<file path="src/logic/expipe_cfg.svh">
/* Global sizes for the execution back end
   EXPIPE_RS_DEPTH must be a power of two, at least 2 */
`ifndef EXPIPE_CFG_SVH_
`define EXPIPE_CFG_SVH_

// ------------------------------
// Datapath
// ------------------------------
// Operand and result width
`define EXPIPE_XLEN 32

// ------------------------------
// Tags and queues
// ------------------------------
// ROB tag width, 16 in-flight instructions
`define EXPIPE_ROB_IDX_LEN 4

// Entries per reservation station
`define EXPIPE_RS_DEPTH 4

`endif

</file>
<file path="src/logic/expipe_pkg.sv">
/* Types shared by the stations, the CDB arbiter and the top level
   Widths follow expipe_cfg.svh */
`include "expipe_cfg.svh"

package expipe_pkg;

  // ------------------------------
  // Tags and exception codes
  // ------------------------------
  // Reorder buffer entry index
  typedef logic [`EXPIPE_ROB_IDX_LEN-1:0] rob_idx_t;

  // Subset of the trap causes
  // E_UNKNOWN marks results without a meaningful cause
  typedef enum logic [3:0] {
    E_INSTR_ADDR_MISALIGNED = 4'h0,
    E_INSTR_ACCESS_FAULT    = 4'h1,
    E_ILLEGAL_INSTRUCTION   = 4'h2,
    E_BREAKPOINT            = 4'h3,
    E_LD_ADDR_MISALIGNED    = 4'h4,
    E_ST_ADDR_MISALIGNED    = 4'h6,
    E_UNKNOWN               = 4'hf
  } except_code_t;

  // ------------------------------
  // Bus payloads
  // ------------------------------
  // One result on the common data bus
  typedef struct packed {
    rob_idx_t                rob_idx;
    logic [`EXPIPE_XLEN-1:0] res_value;
    logic                    except_raised;
    except_code_t            except_code;
  } cdb_data_t;

  // Issued instruction, single operand
  typedef struct packed {
    logic                    rs1_ready;  // rs1_value already valid
    rob_idx_t                rs1_idx;    // Producer tag while waiting
    logic [`EXPIPE_XLEN-1:0] rs1_value;
    rob_idx_t                dest_idx;   // Own ROB tag
  } rs_issue_t;

endpackage

</file>
<file path="src/logic/modn_counter.sv">
/* Counts 0..N-1 and wraps; N of at least 2
   Clear beats enable */
`timescale 1ns/1ps

module modn_counter #(
  parameter int unsigned N = 4
) (
  input  logic                 clk_i,
  input  logic                 rst_ni,
  input  logic                 en_i,
  input  logic                 clr_i,
  output logic [$clog2(N)-1:0] count_o,
  output logic                 tc_o
);

  localparam int unsigned CntW = $clog2(N);
  localparam logic [CntW-1:0] LastCnt = CntW'(N - 1);

  logic [CntW-1:0] count_q;

  // Last value before wrapping
  assign tc_o    = (count_q == LastCnt);
  assign count_o = count_q;

  always_ff @(posedge clk_i or negedge rst_ni) begin
    if (!rst_ni) begin
      count_q <= '0;
    end else if (clr_i) begin
      count_q <= '0;
    end else if (en_i) begin
      // Explicit wrap, also correct for N not a power of two
      count_q <= tc_o ? '0 : count_q + 1'b1;
    end
  end

endmodule

</file>
<file path="src/logic/op_only_rs.sv">
/* In-order operand-only station, results leave in issue order
   Results never raise an exception; DEPTH must be a power of two */
`timescale 1ns/1ps
`include "expipe_cfg.svh"

module op_only_rs
  import expipe_pkg::*;
#(
  parameter int unsigned DEPTH = `EXPIPE_RS_DEPTH
) (
  input  logic      clk_i,
  input  logic      rst_ni,
  input  logic      flush_i,
  // Issue side
  input  logic      issue_valid_i,
  input  rs_issue_t issue_data_i,
  output logic      issue_ready_o,
  // Broadcast from the CDB
  input  logic      bcast_valid_i,
  input  cdb_data_t bcast_data_i,
  // Request towards the arbiter
  input  logic      cdb_ready_i,
  output logic      cdb_valid_o,
  output cdb_data_t cdb_data_o
);

  localparam int unsigned IdxW = $clog2(DEPTH);

  // Payload part of an entry
  typedef struct packed {
    rob_idx_t                rs1_idx;
    logic [`EXPIPE_XLEN-1:0] rs1_value;
    rob_idx_t                dest_idx;
  } rs_payload_t;

  // Entry status, one bit per slot
  logic [DEPTH-1:0] valid_q;
  logic [DEPTH-1:0] ready_q;
  rs_payload_t      payload_q [DEPTH];

  logic [IdxW-1:0]  head_idx;
  logic [IdxW-1:0]  tail_idx;
  logic             push;
  logic             pop;

  // Wakeup signals
  logic             bcast_ok;
  logic [DEPTH-1:0] wake;
  logic             issue_wake;
  logic             issue_value_fwd;

  // ------------------------------
  // Wakeup
  // ------------------------------
  // Excepting results never satisfy an operand
  assign bcast_ok = bcast_valid_i & ~bcast_data_i.except_raised;

  // Tag match on every waiting entry in parallel
  always_comb begin
    for (int i = 0; i < DEPTH; i++) begin
      wake[i] = bcast_ok & valid_q[i] & ~ready_q[i]
              & (payload_q[i].rs1_idx == bcast_data_i.rob_idx);
    end
  end

  // Producer broadcast in the same cycle as the issue
  // Without this the entry would wait for a tag already gone
  assign issue_wake      = bcast_ok & (issue_data_i.rs1_idx == bcast_data_i.rob_idx);
  assign issue_value_fwd = issue_wake & ~issue_data_i.rs1_ready;

  // ------------------------------
  // Handshakes
  // ------------------------------
  // Free tail slot accepts an issue
  assign issue_ready_o = ~valid_q[tail_idx];
  assign push          = issue_valid_i & issue_ready_o;

  // Head requests once its operand is in
  assign cdb_valid_o = valid_q[head_idx] & ready_q[head_idx];
  // Arbiter ready is already the grant
  assign pop         = cdb_valid_o & cdb_ready_i;

  // ------------------------------
  // Entry status
  // ------------------------------
  always_ff @(posedge clk_i or negedge rst_ni) begin
    if (!rst_ni) begin
      valid_q <= '0;
      ready_q <= '0;
    end else if (flush_i) begin
      // Flush drops everything, pointers clear alongside
      valid_q <= '0;
      ready_q <= '0;
    end else begin
      for (int i = 0; i < DEPTH; i++) begin
        if (wake[i]) begin
          ready_q[i] <= 1'b1;
        end
      end
      if (push) begin
        valid_q[tail_idx] <= 1'b1;
        ready_q[tail_idx] <= issue_data_i.rs1_ready | issue_wake;
      end
      // Head and tail never collide here: a valid head blocks the tail
      if (pop) begin
        valid_q[head_idx] <= 1'b0;
      end
    end
  end

  // ------------------------------
  // Entry payload
  // ------------------------------
  always_ff @(posedge clk_i) begin
    for (int i = 0; i < DEPTH; i++) begin
      if (wake[i]) begin
        payload_q[i].rs1_value <= bcast_data_i.res_value;
      end
    end
    if (push) begin
      payload_q[tail_idx].rs1_idx   <= issue_data_i.rs1_idx;
      payload_q[tail_idx].dest_idx  <= issue_data_i.dest_idx;
      payload_q[tail_idx].rs1_value <= issue_value_fwd ? bcast_data_i.res_value
                                                       : issue_data_i.rs1_value;
    end
  end

  // ------------------------------
  // Pointers
  // ------------------------------
  modn_counter #(
    .N(DEPTH)
  ) head_cnt (
    .clk_i  (clk_i),
    .rst_ni (rst_ni),
    .en_i   (pop),
    .clr_i  (flush_i),
    .count_o(head_idx),
    .tc_o   ()
  );

  // Wrap flags unused, full and empty come from the entry valid bits
  modn_counter #(
    .N(DEPTH)
  ) tail_cnt (
    .clk_i  (clk_i),
    .rst_ni (rst_ni),
    .en_i   (push),
    .clr_i  (flush_i),
    .count_o(tail_idx),
    .tc_o   ()
  );

  // ------------------------------
  // Result
  // ------------------------------
  // Operand moves straight to the result
  assign cdb_data_o.rob_idx       = payload_q[head_idx].dest_idx;
  assign cdb_data_o.res_value     = payload_q[head_idx].rs1_value;
  assign cdb_data_o.except_raised = 1'b0;
  assign cdb_data_o.except_code   = E_UNKNOWN;

endmodule

</file>
<file path="src/logic/cdb_arbiter.sv">
/* Round-robin CDB arbiter for exactly three requesters
   Requesters must hold valid and data until granted */
`timescale 1ns/1ps

module cdb_arbiter
  import expipe_pkg::*;
(
  input  logic       clk_i,
  input  logic       rst_ni,
  input  logic [2:0] req_valid_i,
  input  cdb_data_t  req_data_i [3],
  output logic [2:0] req_ready_o,
  input  logic       cdb_ready_i,
  output logic       cdb_valid_o,
  output cdb_data_t  cdb_data_o
);

  localparam int unsigned NReq = 3;

  // Rotating priority, index of the favoured requester
  logic [1:0] prio_q;
  // Grant held over a stalled cycle
  logic       lock_q;
  logic [1:0] lock_idx_q;
  logic [1:0] winner;
  logic       xfer;

  // ------------------------------
  // Grant
  // ------------------------------
  always_comb begin : grant_search
    logic [1:0] cand;
    logic       found;
    winner = prio_q;
    found  = 1'b0;
    // First valid at or after the pointer
    for (int i = 0; i < NReq; i++) begin
      cand = 2'((int'(prio_q) + i) % NReq);
      if (!found && req_valid_i[cand]) begin
        winner = cand;
        found  = 1'b1;
      end
    end
    // Stalled winner keeps the bus so its data stays put
    if (lock_q && req_valid_i[lock_idx_q]) begin
      winner = lock_idx_q;
    end
  end

  assign cdb_valid_o = |req_valid_i;
  assign cdb_data_o  = req_data_i[winner];
  assign xfer        = cdb_valid_o & cdb_ready_i;

  // Ready goes to the winner only
  always_comb begin
    req_ready_o         = '0;
    req_ready_o[winner] = cdb_ready_i & req_valid_i[winner];
  end

  // ------------------------------
  // Pointer and lock
  // ------------------------------
  always_ff @(posedge clk_i or negedge rst_ni) begin
    if (!rst_ni) begin
      prio_q     <= '0;
      lock_q     <= 1'b0;
      lock_idx_q <= '0;
    end else begin
      lock_q     <= cdb_valid_o & ~cdb_ready_i;
      lock_idx_q <= winner;
      // Move one past the winner
      if (xfer) begin
        prio_q <= (winner == 2'(NReq - 1)) ? '0 : winner + 1'b1;
      end
    end
  end

endmodule

</file>
<file path="src/logic/expipe_top.sv">
/* Two operand-only stations and an external port sharing one CDB
   The granted result is also the broadcast seen by both stations */
`timescale 1ns/1ps
`include "expipe_cfg.svh"

module expipe_top
  import expipe_pkg::*;
(
  input  logic      clk_i,
  input  logic      rst_ni,
  input  logic      flush_i,
  // CSR station issue
  input  logic      csr_issue_valid_i,
  input  rs_issue_t csr_issue_i,
  output logic      csr_issue_ready_o,
  // Link-address station issue
  input  logic      link_issue_valid_i,
  input  rs_issue_t link_issue_i,
  output logic      link_issue_ready_o,
  // Other execution units
  input  logic      ext_valid_i,
  input  cdb_data_t ext_data_i,
  output logic      ext_ready_o,
  // Towards the ROB
  input  logic      cdb_ready_i,
  output logic      cdb_valid_o,
  output cdb_data_t cdb_data_o
);

  // Requester order: 0 external, 1 CSR, 2 link
  logic [2:0] req_valid;
  logic [2:0] req_ready;
  cdb_data_t  req_data [3];

  logic       csr_valid;
  cdb_data_t  csr_data;
  logic       link_valid;
  cdb_data_t  link_data;

  // Strobe only on a completed transfer
  logic       bcast_valid;

  assign bcast_valid = cdb_valid_o & cdb_ready_i;

  // ------------------------------
  // Requester packing
  // ------------------------------
  assign req_valid   = {link_valid, csr_valid, ext_valid_i};
  assign req_data    = '{ext_data_i, csr_data, link_data};
  assign ext_ready_o = req_ready[0];

  // ------------------------------
  // Stations
  // ------------------------------
  op_only_rs #(
    .DEPTH(`EXPIPE_RS_DEPTH)
  ) csr_rs (
    .clk_i        (clk_i),
    .rst_ni       (rst_ni),
    .flush_i      (flush_i),
    .issue_valid_i(csr_issue_valid_i),
    .issue_data_i (csr_issue_i),
    .issue_ready_o(csr_issue_ready_o),
    .bcast_valid_i(bcast_valid),
    .bcast_data_i (cdb_data_o),
    .cdb_ready_i  (req_ready[1]),
    .cdb_valid_o  (csr_valid),
    .cdb_data_o   (csr_data)
  );

  op_only_rs #(
    .DEPTH(`EXPIPE_RS_DEPTH)
  ) link_rs (
    .clk_i        (clk_i),
    .rst_ni       (rst_ni),
    .flush_i      (flush_i),
    .issue_valid_i(link_issue_valid_i),
    .issue_data_i (link_issue_i),
    .issue_ready_o(link_issue_ready_o),
    .bcast_valid_i(bcast_valid),
    .bcast_data_i (cdb_data_o),
    .cdb_ready_i  (req_ready[2]),
    .cdb_valid_o  (link_valid),
    .cdb_data_o   (link_data)
  );

  // ------------------------------
  // Arbiter
  // ------------------------------
  cdb_arbiter cdb_arb (
    .clk_i      (clk_i),
    .rst_ni     (rst_ni),
    .req_valid_i(req_valid),
    .req_data_i (req_data),
    .req_ready_o(req_ready),
    .cdb_ready_i(cdb_ready_i),
    .cdb_valid_o(cdb_valid_o),
    .cdb_data_o (cdb_data_o)
  );

endmodule

</file>
<file path="config.mk">
export PLATFORM = sky130hd
export DESIGN_NAME = expipe_top
export DESIGN_NICKNAME = d
export VERILOG_FILES = /design/src/logic/expipe_pkg.sv /design/src/logic/modn_counter.sv /design/src/logic/op_only_rs.sv /design/src/logic/cdb_arbiter.sv /design/src/logic/expipe_top.sv
export VERILOG_INCLUDE_DIRS = /design/src /design/src/logic
export SDC_FILE = /design/constraint.sdc
export NUM_CORES = 1
export LEC_CHECK = 0
export BUFFER_PORTS_ARGS = -buffer_cell sky130_fd_sc_hd__buf_2
export CAP_MARGIN = 30
export CELL_PAD_IN_SITES_DETAIL_PLACEMENT = 2
export CELL_PAD_IN_SITES_GLOBAL_PLACEMENT = 2
export CORE_MARGIN = 4
export CORE_UTILIZATION = 47
export CTS_CLUSTER_SIZE = 28
export DETAILED_ROUTE_END_ITERATION = 10
export GPL_ROUTABILITY_DRIVEN = 0
export PLACE_DENSITY_LB_ADDON = 0.1
export RECOVER_POWER = 25
export REMOVE_ABC_BUFFERS = 1
export SYNTH_ARGS = -nofsm -noshare
export SYNTH_HDL_FRONTEND = slang
export SYNTH_SLANG_ARGS = --single-unit
</file>
<file path="constraint.sdc">
create_clock -name clk_i -period 11.55 [get_ports clk_i]
set_input_delay 2.31 -clock clk_i [delete_from_list [all_inputs] [get_ports clk_i]]
set_output_delay 2.31 -clock clk_i [all_outputs]
set_load 0.05 [all_outputs]
</file>
==> results.json <==
{
  "path_class": "input pin to register",
  "synth_edf_count": 320,
  "drc_errors": 0,
  "crit_chain": "clkbuf_1 -> nor2b_1 -> o32ai_1 -> o211ai_1 -> or4b_1 -> nand3_1 -> inv_1 -> a2111oi_0 -> clkbuf_1 -> or3_1 -> o211ai_2 -> o41ai_4 -> buf_4 -> mux2_1",
  "grt.met3_usage": 0.0446,
  "p_leak_uw": 0.00741,
  "cpMostUsedCell": "clkbuf_1",
  "grt_pass1_vias": 13800,
  "switching_power_uw": 2760,
  "track_usage": 0.284,
  "ant_nets": 0,
  "grt_first_pass_wirelength_um": 92900,
  "worstPathArrival_ps": 9900,
  "synth_cells": 1228,
  "outcome": "finished with violations",
  "power_frac_clock": 0.187,
  "cp.buffers_inverters": 4,
  "max_cap_violations": 2,
  "busiest_layer": "met2",
  "slew_violations": 38,
  "dpl.hpwl_um": 38200,
  "reg2reg_to": "link_rs.payload_q[1][15]$_DFFE_PP_",
  "place_ws_ps": 2920,
  "dieArea_mm2": 0.0431,
  "vias": 12300,
  "cts_tree": "done",
  "rr_worst_depth": 13,
  "min_period_ps": 9610,
  "cp.required_ps": 11840,
  "die-height_um": 208,
  "max_freq_mhz": 104,
  "rsz0062_at_grt": "no",
  "yosysWarnings": 0,
  "drt-total-wl_um": 61400,
  "startpoint": "ext_valid_i",
  "timing.final.crit_share": 0.832,
  "io_buffers": 174,
  "vias_per_cell": 6.36,
  "skew_ps": 15.1,
  "die_width_um": 208,
  "nNetsFinal": 1537,
  "post_cts_buffers": 0,
  "synth.top_cells.by_count": "320 x edfxtp_1, 167 x mux2_1, 91 x mux2_2, 72 x mux4_2, 48 x inv_1",
  "synth_ff_type": "edfxtp_1",
  "initial_core_util": 0.480,
  "yosysMostFrequentCell": "edfxtp_1",
  "row_count": 72,
  "tightest_slew_ps": 2290,
  "cp-start-kind": "input pin",
  "cts_resized": 0,
  "root_buffer": "clkbuf_16",
  "syn_avg_cell_area_um2": 15.2,
  "numClockSinks": 349,
  "area_delta_synth_final_pct": 13.4,
  "boundaryPins": 175,
  "crit_slowest_cell": "a2111oi_0",
  "cts_made_buffers": 40,
  "drtPass1Iterations": 5,
  "power_frac_seq": 0.301,
  "setup_viol": 0,
  "syn_area_mm2": 0.0187,
  "rrSetupSlack_ps": 3010,
  "antenna_found_initial": 6,
  "power_density_mw_per_mm2": 298,
  "ir_drop_mv": 0.207,
  "clk_latency_ps": 560,
  "swShare": 0.435,
  "async_reset_ff_frac": 0.0831,
  "synth_area_leaders": "edfxtp_1 51%, mux2_1 10%, mux4_2 8.7%, mux2_2 5.5%, dfrtp_1 3.9%",
  "ys_seq_area_frac": 0.552,
  "synth_top_area_share": 0.513,
  "drive_gt1_frac": 0.301,
  "layout_setup_ws_ps": 1940,
  "yosys.area.top_type": "edfxtp_1",
  "pwr-share-comb": 0.512,
  "clockBufferDepth": 3,
  "finalHoldViolations": 0,
  "grt_overflow_total": 0,
  "crit_fanout": 27,
  "ys_ff_latch": 349,
  "cp_top_family": "compound AO/OA/AOI/OAI gates",
  "r2r_start": "link_rs.head_cnt.count_o[0]$_DFFE_PN0P_",
  "cts_hold_buf": 0,
  "cp_num_cells": 14,
  "crit_path_end": "link_rs.payload_q[1][15]$_DFFE_PP_",
  "grt_max_degree": 52,
  "min_path_type": "register to register",
  "end_kind": "register",
  "relSlewSlack": -0.564,
  "core_area_mm2": 0.0390,
  "violations": "max-capacitance violations, max-slew violations",
  "wl_per_cell_um": 31.6,
  "cts_htree_levels": 2,
  "met2_usage": 0.494,
  "slowest_delay_ps": 1970,
  "setup_tns_ps": 0,
  "grtUsageMet1": 0.368,
  "synth.distinct_cells": 74,
  "internal_power_uw": 3580,
  "cts.clk_slew.worst_paths_ps": 60,
  "drt_iter0_markers": 887
}
[sequential cells by signal (all words and copies together), names as in the netlist, 4 cells and up]
name               flops
csr_rs.payload_q     160
csr_rs.ready_q         4
link_rs.valid_q        4
link_rs.ready_q        4
link_rs.payload_q    160
csr_rs.valid_q         4
[power groups by stage]
stage / registers [uW] / logic, uW / clock network [uW]
final: 1910 / 3250 / 1180
after global routing: 1920 / 3480 / 1260
after CTS: 1910 / 3260 / 1210
after detailed placement: 1930 / 3200 / 0
after global placement: 1910 / 3040 / 0
after floorplan: 1900 / 2270 / 0
[tightest hold or removal path, stage by stage, from the launching register on]
cell     delay (ps)
dfrtp_1         370
nand2_1          60
o31ai_1          60
[metrics by stage]
step	total power, uW	hold slack [ps]	cells	instance area (um2)	utilization
global placement	4960	496	1863	20100	0.514
finish	6340	525	1942	21200	0.545
floorplan	4180	475	1145	18200	-
CTS	6380	541	1937	21200	0.545
detailed placement	5130	528	1864	20100	0.514
global route	6660	600	1938	21200	0.544
[cell type report]
type                       count  area (um2)
fill                        3571       17800
multi-input combinational    747        7800
clock buffer                  60        1120
clock inverter                13        70.1
inverter                      49         184
tap                          518         648
sequential                   349       10300
antenna                        4        10.0
timing repair buffer         202        1070
[layer usage]
metal	wire, um	vias to the layer above
met5	38	-
met4	1900	8
met3	3170	110
met2	31500	385
met1	24800	6587
li1	-	5256
[layout by cell type (no fill, tap or decap), types with 5 or more instances in the layout]
master,count
inv_1,49
nand4_1,15
edfxtp_1,320
clkbuf_16,40
buf_4,25
nand3_1,41
clkbuf_1,39
a2111oi_0,9
o31a_1,6
dfrtp_1,25
or3_1,7
o21ai_1,33
o41ai_4,8
ha_1,18
nor3_1,5
nor2_1,46
nand2_1,17
mux2i_1,41
a21oi_1,10
mux2_1,167
nor4_1,12
mux2_2,91
o311a_1,6
o22ai_1,8
xor2_1,8
nand4b_1,6
xnor2_1,8
mux4_2,72
a211oi_1,35
clkinv_1,8
o21ai_0,7
o31ai_4,8
buf_2,153
[cells by family after synthesis]
kind of cell | after synthesis | share of synthesized area
multiplexers | 375 | 0.267
flip-flops | 349 | 0.552
AND/OR/NAND/NOR | 178 | 0.0532
AO/OA/AOI/OAI | 158 | 0.0682
buffers and inverters | 132 | 0.0377
XOR/XNOR | 18 | 0.00982
adder cells (fa/ha/maj) | 18 | 0.0120
[how the worst min path moves through the flow]
| stage | from | end | slack [ps] | cells after the start |
|---|---|---|---|---|
| final | cdb_arb.prio_q[1]$_DFFE_PN0P_ | cdb_arb.prio_q[1]$_DFFE_PN0P_ | 520 | 2 |
| after global routing | cdb_arb.prio_q[1]$_DFFE_PN0P_ | cdb_arb.prio_q[1]$_DFFE_PN0P_ | 600 | 2 |
| after CTS | cdb_arb.prio_q[1]$_DFFE_PN0P_ | cdb_arb.prio_q[1]$_DFFE_PN0P_ | 540 | 2 |
| after detailed placement | cdb_arb.prio_q[1]$_DFFE_PN0P_ | cdb_arb.prio_q[1]$_DFFE_PN0P_ | 530 | 2 |
| after global placement | cdb_arb.prio_q[1]$_DFFE_PN0P_ | cdb_arb.prio_q[1]$_DFFE_PN0P_ | 500 | 2 |
| after floorplan | cdb_arb.prio_q[1]$_DFFE_PN0P_ | cdb_arb.prio_q[1]$_DFFE_PN0P_ | 470 | 2 |
No activity file was read; power rests on OpenSTA's default activity.
